<file path="src/mac_rx_pkg.sv">
package mac_rx_pkg;

  // gmii framing bytes
  localparam logic [7:0] PREAMBLE_BYTE = 8'h55;
  localparam logic [7:0] SFD_BYTE      = 8'hD5;

  // classification on the low ethertype byte
  localparam int         TYPE_BYTE_INDEX = 13;
  localparam logic [7:0] TTE_TYPE_LO     = 8'h92;

  // remainder left by a good frame incl. fcs
  localparam logic [31:0] CRC_RESIDUE = 32'hC704DD7B;

  localparam int MIN_FRAME = 64;  // bytes incl. fcs
  localparam int FCS_BYTES = 4;
  localparam int LEN_W     = 13;  // byte count width

  typedef enum logic [2:0] {
    ST_IDLE,
    ST_PREAMBLE,
    ST_RECEIVE,
    ST_COPY,
    ST_DESC,
    ST_REPORT
  } rx_state_e;

  typedef enum logic {
    CLASS_BE,
    CLASS_TTE
  } frame_class_e;

endpackage

</file>
<file path="src/mac_rx_byte_cnt.sv">
`timescale 1ns/100ps

module mac_rx_byte_cnt #(
  parameter int MAX_FRAME = 1518
) (
  input  logic                         rx_clk,
  input  logic                         rstn_mac,
  input  logic                         clr,
  input  logic                         inc,
  output logic [mac_rx_pkg::LEN_W-1:0] cnt,
  output logic                         at_limit
);
  import mac_rx_pkg::*;

  localparam logic [LEN_W-1:0] LIMIT = LEN_W'(MAX_FRAME);

  assign at_limit = (cnt == LIMIT);

  // write address on receive, read address on copy
  always_ff @(posedge rx_clk or negedge rstn_mac) begin
    if (!rstn_mac) begin
      cnt <= '0;
    end else if (clr) begin
      cnt <= '0;
    end else if (inc && !at_limit) begin  // holds at the limit
      cnt <= cnt + 1'b1;
    end
  end

endmodule

</file>
<file path="config.mk">
export PLATFORM = sky130hd
export DESIGN_NAME = mac_rx_byte_cnt
export DESIGN_NICKNAME = d
export VERILOG_FILES = /design/src/mac_rx_pkg.sv /design/src/mac_rx_byte_cnt.sv
export SDC_FILE = /design/constraint.sdc
export NUM_CORES = 1
export LEC_CHECK = 0
export BUFFER_PORTS_ARGS = -buffer_cell sky130_fd_sc_hd__buf_2
export CORE_MARGIN = 1
export CORE_UTILIZATION = 53
export DETAILED_ROUTE_END_ITERATION = 8
export HOLD_SLACK_MARGIN = 0.02
export PLACE_DENSITY_LB_ADDON = 0.25
export SLEW_MARGIN = 40
export SYNTH_ARGS = -nofsm -noshare
export SYNTH_HDL_FRONTEND = slang
export SYNTH_SLANG_ARGS = --single-unit
export TNS_END_PERCENT = 1
</file>
<file path="constraint.sdc">
create_clock -name rx_clk -period 2.5 [get_ports rx_clk]
set_input_delay 0 -clock rx_clk [delete_from_list [all_inputs] [get_ports rx_clk]]
set_output_delay 0 -clock rx_clk [all_outputs]
set_load 0.01 [all_outputs]
</file>
==> run metrics <==
DRT Pass-1 Iters=4; library cells used by synthesis=24; Final nets=100; Seq cells post-synth=13; Worst Path Arrival=1.83 ns; CTS tree=built; hold crit path type=in -> reg; total power=0.000373 W; # rows=12; gr usage total=a little under a quarter; CTS clock-pin slew for the worst setup and hold paths=around 0.090 ns; sequential share of the synthesized area=a little under half; # diodes=0; Clock Tree Buf Depth=2; crit-path leading delay family=simple AND/OR/NAND/NOR gates; global placement routability congestion=0.842; unrepaired setup endpoints after global routing=no; fin. max-slew vios=0; Synth Cell Area=slightly below 700 um^2; fin crit period=1.83 ns; Avg WL per Cell=13.1 um; Crit Path Class=reg -> out; final hold vios=0; Die Wd=~38 um; DR iter-0 viols=17; CP Buf/Inv Count=3; DRT antenna net count=0; clk_lat worst skew=0.27 ns; Initial Util=about 60%; Post-route DRC=0; Leak Pwr=0.368 nW; Worst Setup End Kind=primary output; Setup Skew=0.00743 ns; Worst Path Max Fanout=6; Crit path required time=2.50 ns; Slew HR=75.9%; Vias/cell=5.82; full die area=approximately 1500 um^2; status=finished clean; Pwr per Cell Area=454 nW/um^2; vias=623; setup TNS=0 ns; Setup Buffers After CTS=0; fraction of layout cells with a size suffix above 1=26.9%; largest net degree at the start of global routing=14; Synth Warn #=0; Avg Synthesized Cell Area=9.40 um^2; total grt overflow=0; core area=about 1200 um^2; area of the multi-input gates=roughly 340 um^2; Setup-failing EPs final=0; register area=around 330 um^2; Max Cap Viol=0; CP max stage cell=or4_4; worst-case vdd ir drop=0.298 mV; Largest register FFs=13; initial antenna violation count=0; PortBufs=17; most common cell after layout, fill and taps aside=buf_2; biggest regs=cnt (13); final clock period utilization by the worst path=73.4%; worst slew pin tran=between 0.3 and 0.4 ns; I/O Pins=18; fmax=545 MHz; wire length of the first global-routing pass=~2300 um; CP Launch Type=flip-flop; CTS H-tree depth=1; Max stage delay on crit path=about 0.53 ns; # fillers=89; drt total wl=1400 um; Top reg by flops=cnt; most frequent cells in the layout=17 x buf_2, 13 x dfrtp_1, 6 x xnor2_1, 6 x nor2_1; vias in the first global route=523; critical-path cell list=inv_1 > ha_1 > nand4b_1 > or4_4 > inv_2 > buf_2; clock root buffer=clkbuf_4; post-synth net total=80; Die Ht=38.2 um; Synth Instances=74; CTS buffer count=3; Area growth syn-to-layout=18.2%; clk sinks=13; post-DP HPWL=between 900 and 1000 um
-- worst register-to-register path: cells and delay by family (launching register included) --
kind / cells / cell delay (ns)
compound gates: 1 / 0.05
fa+ha+maj: 1 / 0.15
buf+inv: 2 / 0.24
flops: 1 / 0.43
simple gates: 3 / 0.74
-- kinds of logic after synthesis --
family                     after synthesis  synth area share [%]
adders and majority gates                2                  3.60
buffers and inverters                    7                  3.96
xor gates and xnor gates                 6                  7.55
and+or+nand+nor                         33                  26.8
DFF                                     13                  46.8
AOI/OAI and AO/OA                       13                  11.3
-- per-stage QoR --
step                      utilization, %  setup WS (ns)  cell area (um^2)  std cells  hold WS, ns
after floorplan                        -          0.808               696         74       -0.296
after global placement              68.0          0.828               786        102       -0.101
final                               71.1          0.665               822        107       0.0460
after detailed placement            68.0          0.803               786        102      -0.0969
after CTS                           71.1          0.673               822        107       0.0395
after global routing                71.1          0.578               822        107       0.0597
-- synth_stat cells --
cell type / n / area share [%]
buf_2: 1 / 0.72
a311oi_1: 1 / 1.3
nor3_1: 3 / 2.2
nand4_1: 4 / 3.6
inv_1: 3 / 1.6
nor3_2: 1 / 1.4
a21oi_1: 5 / 3.6
nor4_1: 3 / 2.7
nand4b_1: 1 / 1.3
nor2_1: 6 / 3.2
inv_2: 1 / 0.54
o21ai_0: 2 / 1.4
dfrtp_1: 13 / 47
or4_4: 1 / 1.6
ha_1: 2 / 3.6
or3_1: 5 / 4.5
a21oi_2: 2 / 2.5
nand2_1: 3 / 1.6
o21ai_1: 2 / 1.4
nor3b_1: 1 / 1.1
clkbuf_1: 2 / 1.1
nand3_1: 5 / 3.6
a21o_1: 1 / 1.1
xnor2_1: 6 / 7.6
-- report_power, final --
part           switching (W)  internal (W)  total [W]
sequential        0.00000461      0.000213   0.000217
clock              0.0000683     0.0000617   0.000130
combinational      0.0000169    0.00000884  0.0000258
-- routing by layer --
layer	wire (um)	vias to the layer above	share of wire, %	GRT usage (%)
li1	-	309	-	-
met5	0	-	0	0
met3	91	2	6.5	3.49
met1	678	290	48	34.2
met2	629	22	45	33.1
met4	4	0	0.28	8.04
-- timing repair --
item                                    CTS  global route
endpoints found under the setup margin    0             0
hold endpoints to repair                 13             0
hold buffers                              1             0
resized for setup                         0             0
-- layout make-up --
cell class                      instances  share of cell area (%)
Multi-Input combinational cell         54                    41.7
Clock buffer                            4                    3.20
Inverter                                4                    1.83
Sequential cell                        13                    39.6
Timing Repair Buffer                   18                    11.6
Tap cell                               14                    2.13
-- worst paths after layout --
path / start / end / slack [ns] / depth (start not counted)
hold / removal: inc / cnt[1]$_DFFE_PN0P_ / 0.05 / 2
max in group asynchronous: rstn_mac / cnt[9]$_DFFE_PN0P_ / 2.14 / 2
setup reg to reg: cnt[0]$_DFFE_PN0P_ / cnt[4]$_DFFE_PN0P_ / 0.77 / 7
setup / recovery: cnt[0]$_DFFE_PN0P_ / at_limit / 0.67 / 6
min in group asynchronous: rstn_mac / cnt[1]$_DFFE_PN0P_ / 0.13 / 2
hold reg to reg: cnt[10]$_DFFE_PN0P_ / cnt[10]$_DFFE_PN0P_ / 0.57 / 2
(Power assumes the default switching activity.)
