File: config.mk
export PLATFORM = sky130hd
export DESIGN_NAME = mac_rx_frame_fsm
export DESIGN_NICKNAME = d
export VERILOG_FILES = /design/src/mac_rx_pkg.sv /design/src/mac_desc_pkg.sv /design/src/mac_rx_frame_fsm.sv
export SDC_FILE = /design/constraint.sdc
export NUM_CORES = 1
export LEC_CHECK = 0
export BUFFER_PORTS_ARGS = -buffer_cell sky130_fd_sc_hd__buf_2
export CORE_AREA = 10 10 94 96
export DETAILED_ROUTE_END_ITERATION = 7
export DIE_AREA = 0 0 104 106
export SLEW_MARGIN = 20
export SYNTH_ARGS = -nofsm -noshare
export SYNTH_HDL_FRONTEND = slang
export SYNTH_SLANG_ARGS = --single-unit
export TNS_END_PERCENT = 20
File: constraint.sdc
create_clock -name rx_clk -period 9.1 [get_ports rx_clk]
set_clock_uncertainty 0.15 [all_clocks]
set_input_delay 0.455 -clock rx_clk [delete_from_list [all_inputs] [get_ports rx_clk]]
set_output_delay 0.455 -clock rx_clk [all_outputs]
set_load 0.02 [all_outputs]
File: src/mac_rx_pkg.sv
package mac_rx_pkg;

  // gmii framing bytes
  localparam logic [7:0] PREAMBLE_BYTE = 8'h55;
  localparam logic [7:0] SFD_BYTE      = 8'hD5;

  // classification on the low ethertype byte
  localparam int         TYPE_BYTE_INDEX = 13;
  localparam logic [7:0] TTE_TYPE_LO     = 8'h92;

  // remainder left by a good frame incl. fcs
  localparam logic [31:0] CRC_RESIDUE = 32'hC704DD7B;

  localparam int MIN_FRAME = 64;  // bytes incl. fcs
  localparam int FCS_BYTES = 4;
  localparam int LEN_W     = 13;  // byte count width

  typedef enum logic [2:0] {
    ST_IDLE,
    ST_PREAMBLE,
    ST_RECEIVE,
    ST_COPY,
    ST_DESC,
    ST_REPORT
  } rx_state_e;

  typedef enum logic {
    CLASS_BE,
    CLASS_TTE
  } frame_class_e;

endpackage

File: src/mac_desc_pkg.sv
package mac_desc_pkg;

  // pushed into the descriptor fifo after the frame bytes
  typedef struct packed {
    logic                         giant;
    logic                         runt;
    logic                         crc_err;
    logic [mac_rx_pkg::LEN_W-1:0] len;  // stored bytes, fcs stripped
  } rx_desc_t;

  // management report, one per frame
  typedef struct packed {
    logic        drop;     // no room in the chosen queue
    logic        giant;
    logic        runt;
    logic        crc_err;
    logic [2:0]  rsvd;     // always zero
    logic        tte;
    logic [11:0] len;      // zero when dropped
  } mgnt_report_t;

endpackage

File: src/mac_rx_frame_fsm.sv
`timescale 1ns/100ps

module mac_rx_frame_fsm #(
  parameter int MAX_FRAME = 1518
) (
  input  logic                         rx_clk,
  input  logic                         rstn_mac,
  input  logic                         dv,
  input  logic [7:0]                   din,
  input  logic [mac_rx_pkg::LEN_W-1:0] cnt,
  input  logic                         at_limit,
  input  logic                         crc_ok,
  input  logic                         be_room,
  input  logic                         tte_room,
  input  logic                         mgnt_resp,
  input  logic [7:0]                   buf_dout,
  output logic                         byte_inc,
  output logic                         byte_clr,
  output logic                         buf_wr,
  output logic                         buf_rd,
  output logic                         be_data_wr,
  output logic                         tte_data_wr,
  output logic [7:0]                   data_out,
  output logic                         be_desc_wr,
  output logic                         tte_desc_wr,
  output mac_desc_pkg::rx_desc_t       desc,
  output logic                         mgnt_valid,
  output mac_desc_pkg::mgnt_report_t   mgnt_report
);
  import mac_rx_pkg::*;
  import mac_desc_pkg::*;

  rx_state_e        state;
  rx_state_e        state_nxt;
  frame_class_e     cls_q;
  logic             dv_d;
  logic             rd_d;
  logic             sof;
  logic             sfd;
  logic             start;
  logic             eof;
  logic             room_sel;
  logic [LEN_W-1:0] len_nxt;

  // report len is 12 bits
  if (MAX_FRAME - FCS_BYTES > 4095) begin : g_len_chk
    $error("MAX_FRAME exceeds the report length field");
  end

  assign sof      = dv && !dv_d;
  assign sfd      = dv && (din == SFD_BYTE);
  assign start    = ((state == ST_IDLE) && sof && sfd) || ((state == ST_PREAMBLE) && sfd);
  assign eof      = (state == ST_RECEIVE) && (!dv || at_limit);
  assign room_sel = (cls_q == CLASS_TTE) ? tte_room : be_room;
  assign len_nxt  = (cnt > LEN_W'(FCS_BYTES)) ? cnt - LEN_W'(FCS_BYTES) : '0;

  // ==========================================================
  // state machine
  // ==========================================================
  always_comb begin
    state_nxt = state;
    case (state)
      ST_IDLE: begin
        if (sof)                                 // mid-frame dv is ignored
          state_nxt = sfd ? ST_RECEIVE : ST_PREAMBLE;
      end
      ST_PREAMBLE: begin
        if (sfd)
          state_nxt = ST_RECEIVE;
        else if (!dv || (din != PREAMBLE_BYTE))  // line dropped or bad preamble
          state_nxt = ST_IDLE;
      end
      ST_RECEIVE: begin
        if (eof)
          state_nxt = room_sel ? ST_COPY : ST_REPORT;
      end
      ST_COPY: begin
        if (cnt + 1'b1 >= desc.len)              // last read issued
          state_nxt = ST_DESC;
      end
      ST_DESC:
        state_nxt = ST_REPORT;
      ST_REPORT: begin
        if (mgnt_resp)
          state_nxt = ST_IDLE;
      end
      default:
        state_nxt = ST_IDLE;
    endcase
  end

  always_ff @(posedge rx_clk or negedge rstn_mac) begin
    if (!rstn_mac) begin
      state <= ST_IDLE;
      dv_d  <= 1'b0;
      rd_d  <= 1'b0;
      cls_q <= CLASS_BE;
    end else begin
      state <= state_nxt;
      dv_d  <= dv;
      rd_d  <= buf_rd;                           // matches buffer read latency
      if (start)
        cls_q <= CLASS_BE;
      else if (buf_wr && (cnt == LEN_W'(TYPE_BYTE_INDEX)))
        cls_q <= (din == TTE_TYPE_LO) ? CLASS_TTE : CLASS_BE;
    end
  end

  // ==========================================================
  // counter, buffer and queue strobes
  // ==========================================================
  assign byte_clr    = start || eof;             // eof rewinds for the copy
  assign buf_wr      = (state == ST_RECEIVE) && dv && !at_limit;
  assign buf_rd      = (state == ST_COPY) && (cnt < desc.len);
  assign byte_inc    = buf_wr || buf_rd;

  assign data_out    = buf_dout;
  assign be_data_wr  = rd_d && (cls_q == CLASS_BE);
  assign tte_data_wr = rd_d && (cls_q == CLASS_TTE);
  assign be_desc_wr  = (state == ST_DESC) && (cls_q == CLASS_BE);
  assign tte_desc_wr = (state == ST_DESC) && (cls_q == CLASS_TTE);
  assign mgnt_valid  = (state == ST_REPORT);

  // frame status, held through copy and report
  always_ff @(posedge rx_clk) begin
    if (eof) begin
      desc.giant          <= at_limit && dv;     // more data past the limit
      desc.runt           <= cnt < LEN_W'(MIN_FRAME);
      desc.crc_err        <= !crc_ok;
      desc.len            <= len_nxt;
      mgnt_report.drop    <= !room_sel;
      mgnt_report.giant   <= at_limit && dv;
      mgnt_report.runt    <= cnt < LEN_W'(MIN_FRAME);
      mgnt_report.crc_err <= !crc_ok;
      mgnt_report.rsvd    <= '0;
      mgnt_report.tte     <= (cls_q == CLASS_TTE);
      mgnt_report.len     <= room_sel ? len_nxt[11:0] : 12'd0;
    end
  end

endmodule

==> run_results.csv <==
group,metric,value,unit
status,status,"complete, no violations",
drt,drtPass1Iterations,4,
placement,post-place-ws,5790,ps
layout,diodes,0,
clock_tree,h-tree-depth,2,
layout,multi_input_area,1380,µm²
power,switching_share,0.280,
power,p_leak,1.43,nW
clock_tree,post_cts_resized,0,
timing,slew_violations,0,
timing,max_slew.worst_pin.slew,798,ps
flow_run,drv_cap,0,
layout,nets,396,
grt,grt.met3_usage,0.0350,
clock_tree,holdBufCountCts,1,
floorplan,die_w,104,µm
hold_path,hp-class,"in -> reg",
grt,met1_usage,0.148,
timing,setup_tns,0,ps
layout,area_growth,16.3,%
timing,max_freq,334,MHz
clock_tree,clk_pin_slew,80,ps
setup_path,worstPathRequired,9130,ps
power,p_seq_frac,0.517,
grt,groute.usage.overall,0.120,
placement,globalplace.congestion,0.852,
clock_tree,numCtsBuffers,5,
layout,drive_gt1_frac,0.265,
logic_synthesis,synthesis.area,2670,µm²
clock_tree,cts_root_buf,"clkbuf_8",
grt,globalRouteOverflowTotal,0,
logic_synthesis,syn-mean-instance-area,9.96,µm²
timing,setup_viol,0,
timing,finalHoldViolCount,0,
drt,drtIter0Drc,141,
drt,ant_nets,0,
layout,nFillCells,728,
setup_path,startpoint_type,"primary input",
floorplan,start_util,0.378,
clock_tree,postCtsSetupBuffers,0,
setup_path,crit_arrival,3020,ps
drt,routed_wl,6.70,mm
setup_path,r2r_cells,3,
logic_synthesis,yosysWarnings,0,
layout,register_area,1050,µm²
drt,wl_per_cell,15.7,µm
setup_path,criticalPathCategory,"in -> reg",
logic_synthesis,syn_inst,268,
grt,grt_pass1_wl,11.0,mm
drt,viasPerCell,4.90,
logic_synthesis,synth.area.top_cells,"edfxtp_1 34%, ha_1 15%, dfrtp_1 5.6%",
logic_synthesis,yosys-top-cells-count,"32 x ha_1, 32 x nor2_1, 30 x edfxtp_1, 28 x inv_1, 15 x buf_4",
grt,top_usage_layer,"met2",
timing,worst_slack,6110,ps
power,p_sw,0.102,mW
drt,vias,2093,
layout,post-route-util,0.440,
logic_synthesis,synth-edff-count,30,
grt,grtUsageMet2,0.202,
logic_synthesis,ys_seq_area_frac,0.394,
grt,grt_pass1_vias,2205,
timing,fin_crit,2990,ps
clock_tree,clockBufferDepth,2,
grt,antenna_found_initial,0,
timing,slew_headroom,0.465,
floorplan,die_y,106,µm
placement,hpwl,5.40,mm
setup_path,end_kind,"register",
logic_synthesis,ys_types,49,
power,comb_power_share,0.177,
logic_synthesis,ys.flop_type,"edfxtp_1",
setup_path,cp_max_fo,10,
grt,grt_max_degree,23,
floorplan,core-area,7060,µm²
floorplan,rows,31,
logic_synthesis,ys_seq_elements,36,
timing,fin_crit_sh,0.329,
floorplan,io_pins,90,
placement,port_buffers,70,
logic_synthesis,synth_area_leader_cell,"edfxtp_1",
power,p_int,0.262,mW
drt,drc,0,
clock_tree,tritoncts,"yes",
logic_synthesis,async_flop_share,0.167,
timing,grt_setup_unrepaired,"no",
floorplan,die_area,11000,µm²
power,p_per_area,117,nW/µm²
clock_tree,clkSinkCount,36,
hold_path,whs_path_depth,1,
power,ir_drop,0.0547,mV
clock_tree,clk_latency,290,ps
logic_synthesis,synth_top_area_frac,0.338,
power,clockPowerShare,0.306,
-- per-layer routing --
metal  vias to the layer above  part of all wire
li1                       1055                 -
met1                       982              0.46
met2                        48              0.47
met3                         8             0.062
met4                         0             0.013
met5                         -                 0
-- path summary, 6_finish.rpt --
path | endpoint | from | slack (ps)
max | state[1]$_DFFE_PN0P_ | cnt[4] | 6110
min | dv_d$_DFF_PN0_ | dv | 180
max reg2reg | desc[4]$_DFFE_PP_ | state[2]$_DFFE_PN0P_ | 6900
min reg2reg | mgnt_report[12]$_DFFE_PP_ | cls_q$_DFFE_PN0P_ | 450
max in group asynchronous | rd_d$_DFF_PN0_ | rstn_mac | 8270
min in group asynchronous | cls_q$_DFFE_PN0P_ | rstn_mac | 370
-- cell type report --
| class | instances | area share |
|---|---|---|
| multi-input cells | 184 | 0.443 |
| flip-flops and latches | 36 | 0.339 |
| repair buffers | 72 | 0.119 |
| well taps | 99 | 0.0399 |
| inverters | 28 | 0.0339 |
| clock buffers | 7 | 0.0246 |
| clock inverters | 1 | 0.00121 |
-- flip-flops by register name (all words and copies together), names as in the netlist --
register,count
state,3
desc,13
cls_q,1
rd_d,1
dv_d,1
mgnt_report,17
-- power groups by stage --
stage	logic, mW	clock network, mW	registers, mW
after floorplan	0.0497	0	0.190
after global placement	0.0626	0	0.192
after detailed placement	0.0641	0	0.192
after CTS	0.0648	0.115	0.188
after global routing	0.0722	0.121	0.189
final	0.0643	0.112	0.188
-- critical path, cell delays in order --
cell and delay (ps):
buf_2 200, and4_1 230, and3_1 180, nand2_1 70, or3_1 370, xnor2_1 130, ha_1 290, o21a_1 110
a211o_1 300, nor4_1 260, nor3_1 130, mux2_2 290
-- metrics by stage --
stage	area [µm²]	hold slack (ps)	power (mW)	cells
3_5_place_dp	3010	149	0.256	418
6_report	3100	178	0.364	427
4_1_cts	3100	174	0.368	427
5_1_grt	3100	179	0.382	427
3_3_place_gp	3010	142	0.254	418
2_1_floorplan	2680	9.41	0.240	270
-- layout by cell type, fill, tap and decap left out, types with 5 or more instances in the layout --
cell,synthesis,layout
o21ai_0,6,6
a21o_1,5,5
edfxtp_1,30,30
nor2_1,32,32
dfrtp_1,6,6
xnor2_1,14,14
buf_2,2,70
nand3_1,12,12
a21oi_1,10,10
nand2_1,6,6
xor2_1,5,5
nand4_1,6,6
inv_1,28,28
clkbuf_8,0,5
ha_1,32,32
-- logic make-up (layout without fill, tap and decap cells) --
| kind of cell | count (synthesis) | in the layout | share of synthesized area |
|---|---|---|---|
| AND/OR/NAND/NOR | 89 | 89 | 0.188 |
| XOR/XNOR | 19 | 19 | 0.0624 |
| multiplexers | 4 | 4 | 0.0159 |
| flip-flops | 36 | 36 | 0.394 |
| AO/OA/AOI/OAI | 37 | 37 | 0.0938 |
| other | 1 | 3 | 0.00141 |
| adder cells (fa/ha/maj) | 32 | 32 | 0.150 |
| buffers and inverters | 50 | 108 | 0.0952 |
Note: power is estimated with default switching activity, not from simulation.
