<file path="src/mac_rx_pkg.sv">
package mac_rx_pkg;

  // gmii framing bytes
  localparam logic [7:0] PREAMBLE_BYTE = 8'h55;
  localparam logic [7:0] SFD_BYTE      = 8'hD5;

  // classification on the low ethertype byte
  localparam int         TYPE_BYTE_INDEX = 13;
  localparam logic [7:0] TTE_TYPE_LO     = 8'h92;

  // remainder left by a good frame incl. fcs
  localparam logic [31:0] CRC_RESIDUE = 32'hC704DD7B;

  localparam int MIN_FRAME = 64;  // bytes incl. fcs
  localparam int FCS_BYTES = 4;
  localparam int LEN_W     = 13;  // byte count width

  typedef enum logic [2:0] {
    ST_IDLE,
    ST_PREAMBLE,
    ST_RECEIVE,
    ST_COPY,
    ST_DESC,
    ST_REPORT
  } rx_state_e;

  typedef enum logic {
    CLASS_BE,
    CLASS_TTE
  } frame_class_e;

endpackage

</file>
<file path="src/mac_rx_crc32.sv">
`timescale 1ns/100ps

module mac_rx_crc32 (
  input  logic       rx_clk,
  input  logic       rstn_mac,
  input  logic       init,
  input  logic       en,
  input  logic [7:0] din,
  output logic       crc_ok
);
  import mac_rx_pkg::*;

  localparam logic [31:0] POLY = 32'h04C11DB7;

  logic [31:0] crc_q;

  // one byte through the ieee 802.3 lfsr
  // bits enter lsb first, the order they arrive on the wire
  function automatic logic [31:0] crc_step(input logic [31:0] crc, input logic [7:0] d);
    logic [31:0] c;
    logic        fb;
    c = crc;
    for (int i = 0; i < 8; i++) begin
      fb = c[31] ^ d[i];
      c  = {c[30:0], 1'b0};
      if (fb)
        c = c ^ POLY;
    end
    return c;
  endfunction

  always_ff @(posedge rx_clk or negedge rstn_mac) begin
    if (!rstn_mac) begin
      crc_q <= '1;
    end else if (init) begin
      crc_q <= '1;                    // preset for a new frame
    end else if (en) begin
      crc_q <= crc_step(crc_q, din);
    end
  end

  // fcs included, so a clean frame leaves the fixed remainder
  assign crc_ok = (crc_q == CRC_RESIDUE);

endmodule

</file>
<file path="config.mk">
export PLATFORM = sky130hd
export DESIGN_NAME = mac_rx_crc32
export DESIGN_NICKNAME = d
export VERILOG_FILES = /design/src/mac_rx_pkg.sv /design/src/mac_rx_crc32.sv
export SDC_FILE = /design/constraint.sdc
export NUM_CORES = 1
export LEC_CHECK = 0
export ABC_AREA = 1
export BUFFER_PORTS_ARGS = -buffer_cell sky130_fd_sc_hd__buf_2
export CORE_MARGIN = 4
export CORE_UTILIZATION = 65
export DETAILED_ROUTE_END_ITERATION = 16
export PLACE_DENSITY = 0.92
export SLEW_MARGIN = 0
export SYNTH_ARGS = -nofsm -noshare
export SYNTH_HDL_FRONTEND = slang
export SYNTH_SLANG_ARGS = --single-unit
</file>
<file path="constraint.sdc">
create_clock -name rx_clk -period 3.2 [get_ports rx_clk]
set_input_delay 0.64 -clock rx_clk [delete_from_list [all_inputs] [get_ports rx_clk]]
set_output_delay 0.64 -clock rx_clk [all_outputs]
set_load 0.01 [all_outputs]
</file>
==> impl_results.md, run 1 <==
* Power Total at 2.181 mW
* Routed vias at 2339
* Fill cells at 310
* Endpoint with the worst hold slack: crc_q[2]
* Most area-hungry cell type in the Yosys netlist: dfstp_2
* Initial Util at 67.64%
* Post-CTS setup-driven buffer insertion count at 0
* Nature of the critical path startpoint: flip-flop
* Number of nets in the final layout at 390
* Final count of negative-setup-slack endpoints at 0
* Hold Path Origin: crc_q[2]
* Num ports at 13
* Largest registers: crc_q x32
* Number of hold buffers added after cts at 0
* Worst Hold Depth at 2
* GPL Wtd Cong at 0.9206
* Global-route wire length before repair at 10.55 mm
* Endpoints failing hold at 0
* Skew-Pair Late Insertion Delay at between 0.2 and 0.3 ns
* Synthesized-area fraction occupied by and/or/nand/nor cells at 32.60%
* Worst-path maximum fanout at 3
* Number of global-route vias before repair at 2167
* Dpl hpwl at 4.670 mm
* Proportion of netlist area held by the largest area contributor at 33.70%
* Yosys warnings at 0
* Sinks on the clock net at 32
* Site Rows at 22
* Core region area at between 3000 and 4000 sq um
* Cell at the root of the clock tree: clkbuf_8
* Maximum clock path buffer count at 2
* Type of the tightest min-delay check: flip-flop to flip-flop
* Clock period minus final worst setup slack at approximately 2.3 ns
* Clock tree from TritonCTS: yes
* FF-to-FF Start: crc_q[31]
* Path type of the worst setup path: flip-flop to output port
* GRT Overall Usage at 27.32%
* Worst endpoint data arrival time at 1.65 ns
* Most frequent standard cell in the layout excluding fill and tap cells: nand2_1
* Number of input and output port buffers inserted at 12
* Critical path startpoint: crc_q[8]
* Post-synthesis average cell area at 6.873 sq um
* Summed area of non-filler cells in the final layout at between 2000 and 3000 sq um
* Total Negative Setup Slacks at 0 ns
* Highest-count cells in the layout ignoring fill and taps: 123 x nand2_1, 63 x inv_1, 32 x dfstp_2, 26 x xor2_1, 19 x nand3_1
* Area of the mapped netlist at 2495 sq um
* Required time worst endpoint at between 2 and 3 ns
* Synthesis-stage register bit count at 32
* Number of cells upsized or downsized after cts at 0
* Sequential cell area fraction in the yosys report at 33.70%
* Combinational family with the most area after synthesis: simple AND/OR/NAND/NOR gates
* Maximum frequency from static timing analysis at 436.4 MHz
* Result of the run: completed
* Chip Height at 69.96 um
* Die span in x at 69.96 um
* Area contributors post-synth: dfstp_2 34%, nand2_1 19%, inv_1 9.5%, xor2_1 9.1%, nand3_1 3.8%
* Aggregate routed wire length at 6.251 mm
* Post-synthesis cell type count at 28
* Die Area at 4894 sq um
* Per-cell routed wire length at 14.64 um
* Relative slew slack at 51.80%
* H-tree Lvls at 2
* Number of nets with antenna violations after routing at 0
* Post-Route Skew at 0.005383 ns
* Fraction of final layout cells sized beyond drive strength 1 at 21.37%
* Xor-xnor portion of the synthesized cell area at between 10 and 15%
* Initial drt markers at 183
* Power per unit of standard cell area at 810.6 nW/um^2
* Worst slew pin tran at ~0.72 ns
* Post-route non-filler standard cell count at 427
* Worst reg2reg path endpoint: crc_q[7]
* Multiplexer fraction of the synthesized cell area at 0%
* Arithmetic-cell share of the synthesized area counting full adders, half adders and majority gates at 0%
* Max-Cap Viols at 0
* Cells after Synth at 363
* Synth Area in Compound Gates at under 10%
* DR vias/cell at 5.478
* Drt drc at 0
* Reg with most FFs: crc_q
* Number of buffers created by CTS at 5
* Cell area reported after detailed placement at 2600 sq um
* Number of antenna diodes at 0
* Flip-flop count of the largest register after layout at 32
* Setup repair after global routing missed its margin: false
* Largest net degree at the start of global routing at 33
* Grt total ovfl at 0
* Synthesized Nets at 375
* Worst voltage drop across the vdd grid at roughly 460 uV
* Slack of the worst reg-to-reg path at 1.26 ns
* TritonRoute pass-1 iters at 5
* Register-to-Register Path Depth at 10
* Clock slew seen by the registers of the worst setup and hold paths at 0.06 ns
* Leak Pwr at 1.443 nW
* Final count of pins violating max slew at 0
* Initial antenna violation count at 0
* CP endpoint kind: output port
* Area added between synthesis and finish at 7.823%
* Placed cell count at between 400 and 500
* Period Utilization, post-route at between 70% and 80%
-- how the worst max path moves through the flow --
stage               endpoint  slack, ns  cells after the start
floorplan             crc_ok       1.48                      4
global placement    crc_q[9]       1.17                     11
detailed placement  crc_q[9]       1.09                     11
CTS                   crc_ok       0.92                      5
global route          crc_ok       0.82                      5
finish                crc_ok       0.91                      5
-- Yosys cell counts (all sizes together) --
cell / n
a21oi: 5
a22oi: 3
buf: 1
clkbuf: 5
clkinv: 1
dfstp: 32
inv: 70
nand2: 140
nand2b: 1
nand3: 19
nand4: 2
nor2: 15
nor3: 2
nor4: 6
o21ai: 7
o22ai: 15
or2: 2
xnor2: 10
xor2: 27
-- kinds of logic after synthesis --
logic type                Yosys count
and+or+nand+nor                   187
xor gates and xnor gates           37
buffers and inverters              77
DFF                                32
AOI/OAI and AO/OA                  30
-- area by class of cell --
class	instances	area [sq um]	share of cell area, %
clock buffer	8	90.09	3.349
inverter	71	269.0	10.00
multi-input combinational	254	1355	50.37
sequential	32	840.8	31.26
tap	48	60.06	2.233
timing repair buffer	14	75.07	2.791
-- critical path, stage by stage, from the launching register on --
cell and delay (ns):
dfstp_2 0.51, inv_1 0.07, nor4_1 0.34, nand4_1 0.17, nor2_1 0.13, buf_2 0.14
-- per-layer routing --
layer | share of wire (%) | routed length (um) | GRT usage [%]
met4 | 2.5 | 157 | 10.43
met3 | 6.1 | 379 | 3.453
met2 | 49 | 3093 | 45.96
met1 | 42 | 2622 | 35.69
met5 | 0 | 0 | 0
-- report_power, final --
part	leakage, nW	total (mW)	internal [mW]	switching (mW)
Sequential	0.337	0.716	0.601	0.115
Combinational	1.06	1.14	0.400	0.744
Clock	0.0455	0.320	0.175	0.145
-- per-stage QoR --
| step | setup slack [ns] | hold WS [ns] | utilization (%) |
|---|---|---|---|
| final | 0.9084 | 0.5253 | 72.93 |
| after global routing | 0.8241 | 0.5573 | 72.93 |
| after CTS | 0.9165 | 0.5255 | 72.93 |
| after detailed placement | 1.087 | 0.4856 | 70.49 |
| after global placement | 1.168 | 0.4855 | 70.49 |
| after floorplan | 1.477 | 0.4679 | - |
(Power assumes the default switching activity.)
==> run 2: changes to the inputs <==
ABC_AREA = 0   (was 1)
CORE_UTILIZATION = 55   (was 65)
PLACE_DENSITY = 0.84   (was 0.92)
clock period = 2.1 ns   (was 3.2 ns; I/O delays follow)
==> run 2 against run 1 <==
Clock power is 85% higher. Synthesized cell count is 49% lower. Clock-buffer cell count is 3 lower. Setup slack worse by 1.1 ns. Total power is 100% higher. The flow now finishes with violations (negative setup slack). Die area is 11% higher. Critical endpoint unchanged. Final cell count is 39% lower. Register-to-register slack worse by 1.2 ns. Via count is 35% lower. Sequential power is 63% higher.
==> impl_results.md, run 2 <==
* Worst slack on hold paths at 0.5452 ns (+0.01990 ns)
* Max-Cap Viols at 0 (unchanged)
* Synthesis-stage register bit count at 32 (unchanged)
* Number of enable-type register cells in the synthesized netlist at 0 (unchanged)
* Largest net degree at the start of global routing at 34 (+3.0%)
* Clock period minus final worst setup slack at ~2.3 ns
* Most frequent standard cell in the layout excluding fill and tap cells: dfstp_2
* Reg with most FFs: crc_q
* Area added between synthesis and finish at 14.34%
* Number of input and output port buffers inserted at 12 (unchanged)
* Worst-path maximum fanout at 3 (unchanged)
* Worst setup slack after placement at 0.1411 ns (-0.9460 ns)
* Xor-xnor portion of the synthesized cell area at 42.01% (+27 points)
* Initial antenna violation count at 0 (unchanged)
* Proportion of netlist area held by the largest area contributor at 35.42% (+1.7 points)
* DR vias/cell at 5.836 (+6.5%)
* Layout Utilization at 66.41% (-6.5 points)
* Final count of pins violating max slew at 0 (unchanged)
* Worst voltage drop across the vdd grid at 855.3 uV (+86%)
* CP endpoint kind: output port
* GPL Wtd Cong at 0.9148 (-0.63%)
* Critical path depth at 3 (-2)
* Aggregate routed wire length at 5.272 mm (-16%)
* Num ports at 13 (unchanged)
* Number of global-route vias before repair at 1663 (-23%)
* Flip-flop count of the largest register after layout at 32 (unchanged)
* Slowest-stage cell, CP: dfstp_2
* Setup repair after global routing missed its margin: true
* H-tree Lvls at 2 (unchanged)
* Final setup slack of the worst path at -0.1660 ns (-1.074 ns)
* Maximum frequency from static timing analysis at 441.3 MHz
* Area contributors post-synth: dfstp_2 35%, xnor3_1 16%, xnor2_1 6.3%, a211o_1 5.9%, xor2_1 4.8%
* Multiplexer fraction of the synthesized cell area at 0% (unchanged)
* Number of nets with antenna violations after routing at 0 (unchanged)
* Skew-Pair Late Insertion Delay at 0.29 ns (about the same)
* Core region area at 4086 sq um (+11%)
* Global-route wire length before repair at 8.500 mm (-19%)
* Worst path top cell family by delay: simple AND/OR/NAND/NOR gates
* Combinational family with the most area after synthesis: XOR/XNOR gates
* Chip Height at 73.69 um (+5.3%)
* Slack of the worst reg-to-reg path at 0.09 ns (-1.17 ns)
* Top_reg_cell synth: dfstp_2
* Power per unit of standard cell area at 1612 nW/um^2 (+99%)
* Cell at the root of the clock tree: clkbuf_8
* Asr flop ratio synth at 100.0% (unchanged)
* Fraction of final layout cells sized beyond drive strength 1 at 40.09% (+19 points)
* Result of the run: finished, violations left
* Worst endpoint data arrival time at 1.85 ns (+0.20 ns)
* Most used standard cells in the synthesized netlist: 32 x dfstp_2, 17 x xnor2_1, 17 x xnor3_1
* Most area-hungry cell type in the Yosys netlist: dfstp_2
* Clock slew seen by the registers of the worst setup and hold paths at 0.07 ns (about the same)
* Number of antenna diodes at 0 (unchanged)
* Drt drc at 0 (unchanged)
* Post-route non-filler standard cell count at 262 (-39%)
* Die Area at 5430 sq um (+11%)
* Synthesized Nets at 196 (-48%)
* Maximum clock path buffer count at 2 (unchanged)
* Worst reg2reg path endpoint: crc_q[13]
* Nature of the critical path startpoint: flip-flop
* Final count of negative-setup-slack endpoints at 1 (+1)
* Most used standard cell by instance count after synthesis: dfstp_2
* Post-Route Skew at 0.004095 ns (-0.001289 ns)
* Register-to-Register Path Depth at 4 (-6)
* Clock tree from TritonCTS: yes
* Synth Area in Compound Gates at 11.91% (+4.8 points)
* Cells traversed along the worst timing path: or4bb_1, nor4_2, buf_2
* Relative slew slack at 53.45% (+1.7 points)
* Initial drt markers at 82 (-55%)
* Routed vias at 1529 (-35%)
* Post-synthesis cell type count at 29 (+3.6%)
* Leak Pwr at 1.205 nW (-17%)
* Post-CTS setup-driven buffer insertion count at 0 (unchanged)
* Path type of the worst setup path: flip-flop to output port
* Delay of the slowest cell on the worst path at 0.55 ns (+0.04 ns)
* Critical path startpoint: crc_q[6]
* Termination of the worst setup path: crc_ok
* Grt total ovfl at 0 (unchanged)
* Largest registers: crc_q x32
* Sequential cell area fraction in the yosys report at 35.42% (+1.7 points)
* Arithmetic-cell share of the synthesized area counting full adders, half adders and majority gates at 0% (unchanged)
* Synthesized-area fraction occupied by and/or/nand/nor cells at 9.067% (-24 points)
* Die span in x at 73.69 um (+5.3%)
* Worst slew pin tran at 0.6982 ns (-0.02481 ns)
* Area of the mapped netlist at 2374 sq um (-4.9%)
* Violations in the final reports: negative setup slack
* Critical path buffer and inverter count at 1 (-1)
* Site Rows at 23 (+4.5%)
* Power Total at 4.376 mW (+100%)
* Number of buffers created by CTS at 5 (unchanged)
* Number of nets in the final layout at 223 (-43%)
* Sinks on the clock net at 32 (unchanged)
* Initial Util at 58.08% (-9.6 points)
* Required time worst endpoint at 1.68 ns (-0.88 ns)
* TritonRoute pass-1 iters at 4 (-1)
* Cells after Synth at 184 (-49%)
* Period Utilization, post-route at 107.9%
* Post-synthesis average cell area at 12.90 sq um (+88%)
* Per-cell routed wire length at 20.12 um (+37%)
* Yosys warnings at 0 (unchanged)
* Placed cell count at 254 (-39%)
* Endpoints failing hold at 0 (unchanged)
* FF-to-FF Start: crc_q[31]
* Type of the tightest min-delay check: input port to asynchronous set/reset pin
* Highest-count cells in the layout ignoring fill and taps: 32 x dfstp_2, 17 x xnor2_1, 17 x xnor3_1, 17 x buf_4, 16 x a211o_1
* GRT Overall Usage at 21.59% (-5.7 points)
* Dpl hpwl at 3.595 mm (-23%)
==> run 2: through the flow <==
step / area, sq um / TNS (ns)
after floorplan: 2374 / 0
after global placement: 2590 / 0
after detailed placement: 2590 / 0
after CTS: 2708 / -0.1604
after global routing: 2714 / -0.1913
final: 2714 / -0.1660
==> run 2: per-layer routing <==
metal / wire, um / track usage (%) / share of wire (%)
met3: 311 / 6.156 / 5.9
met1: 2186 / 28.22 / 41
met4: 155 / 8.451 / 2.9
met5: 0 / 0 / 0
met2: 2618 / 33.86 / 50
==> run 2: logic make-up (layout without fill, tap and decap cells) <==
family          after synthesis  after routing
compound gates               42             42
xor+xnor                     64             64
buf+inv                      10             38
flops                        32             32
simple gates                 36             36
==> run 2: layout make-up <==
type	instances	area, sq um
multi-input combinational	142	1508
fill	304	1373
sequential	32	840.8
timing repair buffer	29	187.7
clock buffer	5	68.82
tap	50	62.56
clock inverter	3	42.54
inverter	1	3.754
==> run 2: worst min path at each step <==
stage               cells past startpoint     start  slack, ns         to
global placement                        2  crc_q[0]       0.53   crc_q[0]
CTS                                     2  crc_q[0]       0.55   crc_q[0]
global route                            2  crc_q[0]       0.59   crc_q[0]
detailed placement                      2  crc_q[0]       0.54   crc_q[0]
finish                                  1  rstn_mac       0.55  crc_q[25]
floorplan                               0  rstn_mac       0.27   crc_q[0]
==> run 2: timing repair <==
action / CTS / global route
endpoints found under the hold margin: 0 / 0
resized for setup: 1 / 1
hold buffers: 0 / 0
setup endpoints to repair: 1 / 1
pin swaps: 1 / 1
==> run 2: power breakdown <==
group	total (mW)	switching [mW]	internal, mW	leakage, nW
combinational	2.62	1.05	1.57	0.813
clock	0.591	0.240	0.351	0.0541
sequential	1.17	0.217	0.951	0.337
total	4.38	1.50	2.87	1.20
==> run 3: changes to the inputs <==
SKIP_LAST_GASP = 1   (was not set)
==> run 3 against run 2 <==
The run still ends with negative setup slack left. Final cell count did not move. Clock skew barely moved. Total power barely moved. Non-clock buffer count did not move. Via count barely moved. Critical path depth did not move. Sequential share of layout area did not move. Largest cell class unchanged. Largest power group unchanged. Highest routed layer unchanged.
==> impl_results.md, run 3 (synthesis results as in run 2) <==
* Power per unit of standard cell area at 1611 nW/um^2 (about the same)
* Worst voltage drop across the vdd grid at 858.9 uV (+0.42%)
* Post-Route Skew at 0.003677 ns (-0.0004172 ns)
* Placed cell count at 254 (unchanged)
* Required time worst endpoint at 1.68 ns (about the same)
* Per-cell routed wire length at 20.11 um (about the same)
* Grt total ovfl at 0 (unchanged)
* Power Total at 4.372 mW (about the same)
* Endpoints failing hold at 0 (unchanged)
* Dpl hpwl at 3.595 mm (unchanged)
* Critical path startpoint: crc_q[6]
* TritonRoute pass-1 iters at 4 (unchanged)
* Worst endpoint data arrival time at 1.85 ns (about the same)
* Worst slew pin tran at 0.6973 ns (-0.0009260 ns)
* Sinks on the clock net at 32 (unchanged)
* Number of input and output port buffers inserted at 12 (unchanged)
* Initial drt markers at 85 (+3.7%)
* Number of buffers created by CTS at 5 (unchanged)
* Most frequent standard cell in the layout excluding fill and tap cells: dfstp_2
* Maximum clock path buffer count at 2 (unchanged)
* Type of the tightest min-delay check: input port to asynchronous set/reset pin
* Number of antenna diodes at 0 (unchanged)
* Die span in x at 73.69 um (unchanged)
* Nature of the critical path startpoint: flip-flop
* Worst slack on hold paths at 0.5437 ns (-0.001499 ns)
* GRT Overall Usage at 21.59% (unchanged)
* Num ports at 13 (unchanged)
* Maximum frequency from static timing analysis at 441.0 MHz (about the same)
* Reg with most FFs: crc_q
* Number of global-route vias before repair at 1663 (unchanged)
* Site Rows at 23 (unchanged)
* Chip Height at 73.69 um (unchanged)
* Post-CTS setup-driven buffer insertion count at 0 (unchanged)
* Aggregate routed wire length at 5.270 mm (about the same)
* Skew-Pair Late Insertion Delay at 0.29 ns (about the same)
* Relative slew slack at 53.51% (+0.062 points)
* Cell area reported after detailed placement at 2590 sq um (unchanged)
* Highest-count cells in the layout ignoring fill and taps: 32 x dfstp_2, 17 x xnor2_1, 17 x xnor3_1, 17 x buf_4, 16 x a211o_1
* Period Utilization, post-route at 108.0% (about the same)
* H-tree Lvls at 2 (unchanged)
* Initial antenna violation count at 0 (unchanged)
* Drt drc at 0 (unchanged)
* Flip-flop count of the largest register after layout at 32 (unchanged)
* GPL Wtd Cong at 0.9148 (unchanged)
* Final count of negative-setup-slack endpoints at 1 (unchanged)
* Global-route wire length before repair at 8.500 mm (unchanged)
* DR vias/cell at 5.840 (about the same)
* Largest net degree at the start of global routing at 34 (unchanged)
* Path type of the worst setup path: flip-flop to output port
* Result of the run: finished, violations left
* Cell at the root of the clock tree: clkbuf_8
* Die Area at 5430 sq um (unchanged)
* Max-Cap Viols at 0 (unchanged)
* Final count of pins violating max slew at 0 (unchanged)
* Setup repair after global routing missed its margin: true
* Fraction of final layout cells sized beyond drive strength 1 at 40.09% (unchanged)
* Worst-path maximum fanout at 3 (unchanged)
* Largest registers: crc_q x32
* FF-to-FF Start: crc_q[31]
* Post-route non-filler standard cell count at 262 (unchanged)
* Clock slew seen by the registers of the worst setup and hold paths at 0.07 ns (about the same)
* Number of hold buffers added after cts at 0 (unchanged)
* Final setup slack of the worst path at -0.1676 ns (-0.001626 ns)
* Initial Util at 58.08% (unchanged)
* Clock period minus final worst setup slack at 2.268 ns (+0.001626 ns)
* Number of nets with antenna violations after routing at 0 (unchanged)
* Core region area at 4086 sq um (unchanged)
* Worst setup slack after placement at 0.1411 ns (unchanged)
* Violations in the final reports: negative setup slack
* CP endpoint kind: output port
* Number of nets in the final layout at 223 (unchanged)
* Area added between synthesis and finish at 14.34% (unchanged)
* Clock tree from TritonCTS: yes
* Routed vias at 1530 (+0.065%)
* Leak Pwr at 1.205 nW (unchanged)
* Summed area of non-filler cells in the final layout at 2714 sq um (unchanged)
-- run 3: final cells by class --
| type | instances | area, sq um |
|---|---|---|
| Timing Repair Buffer | 29 | 187.7 |
| Clock inverter | 3 | 42.54 |
| Inverter | 1 | 3.754 |
| Tap cell | 50 | 62.56 |
| Multi-Input combinational cell | 142 | 1508 |
| Fill cell | 304 | 1373 |
| Sequential cell | 32 | 840.8 |
| Clock buffer | 5 | 68.82 |
-- run 3: repair_timing --
item / CTS / global route
gates resized for setup: 1 / 1
gates cloned: 0 / 0
hold endpoints to repair: 0 / 0
endpoints found under the setup margin: 1 / 1
-- run 3: worst paths after layout --
kind | to | slack, ns | cells after the start
max in group asynchronous | crc_q[31] | 1.51 | 1
min reg2reg | crc_q[0] | 0.55 | 2
min | crc_q[25] | 0.54 | 1
min in group rx_clk | crc_q[0] | 0.55 | 2
max reg2reg | crc_q[13] | 0.10 | 4
max | crc_ok | -0.17 | 3
-- run 3: worst max-delay path, stage by stage, from the launching register on --
cell and delay [ns]:
dfstp_2 0.55, or4bb_1 0.51, nor4_2 0.32, buf_2 0.18
-- run 3: metrics by stage --
| step | TNS [ns] | utilization (%) |
|---|---|---|
| final | -0.1676 | 66.41 |
| after global routing | -0.1913 | 66.41 |
| after CTS | -0.1627 | 66.26 |
| after detailed placement | 0 | 63.38 |
| after global placement | 0 | 63.38 |
| after floorplan | 0 | - |
-- run 3: where the power goes --
part / total (mW) / switching (mW) / internal (mW)
clock network: 0.590 / 0.239 / 0.351
registers: 1.17 / 0.216 / 0.951
logic: 2.61 / 1.04 / 1.57
-- run 3: per-layer routing --
layer  track usage (%)  vias up  routed length, um
li1                  -      705                  -
met3             6.156       14                305
met2             33.86       44               2638
met5                 0        -                  0
met4             8.451        0                147
met1             28.22      767               2179
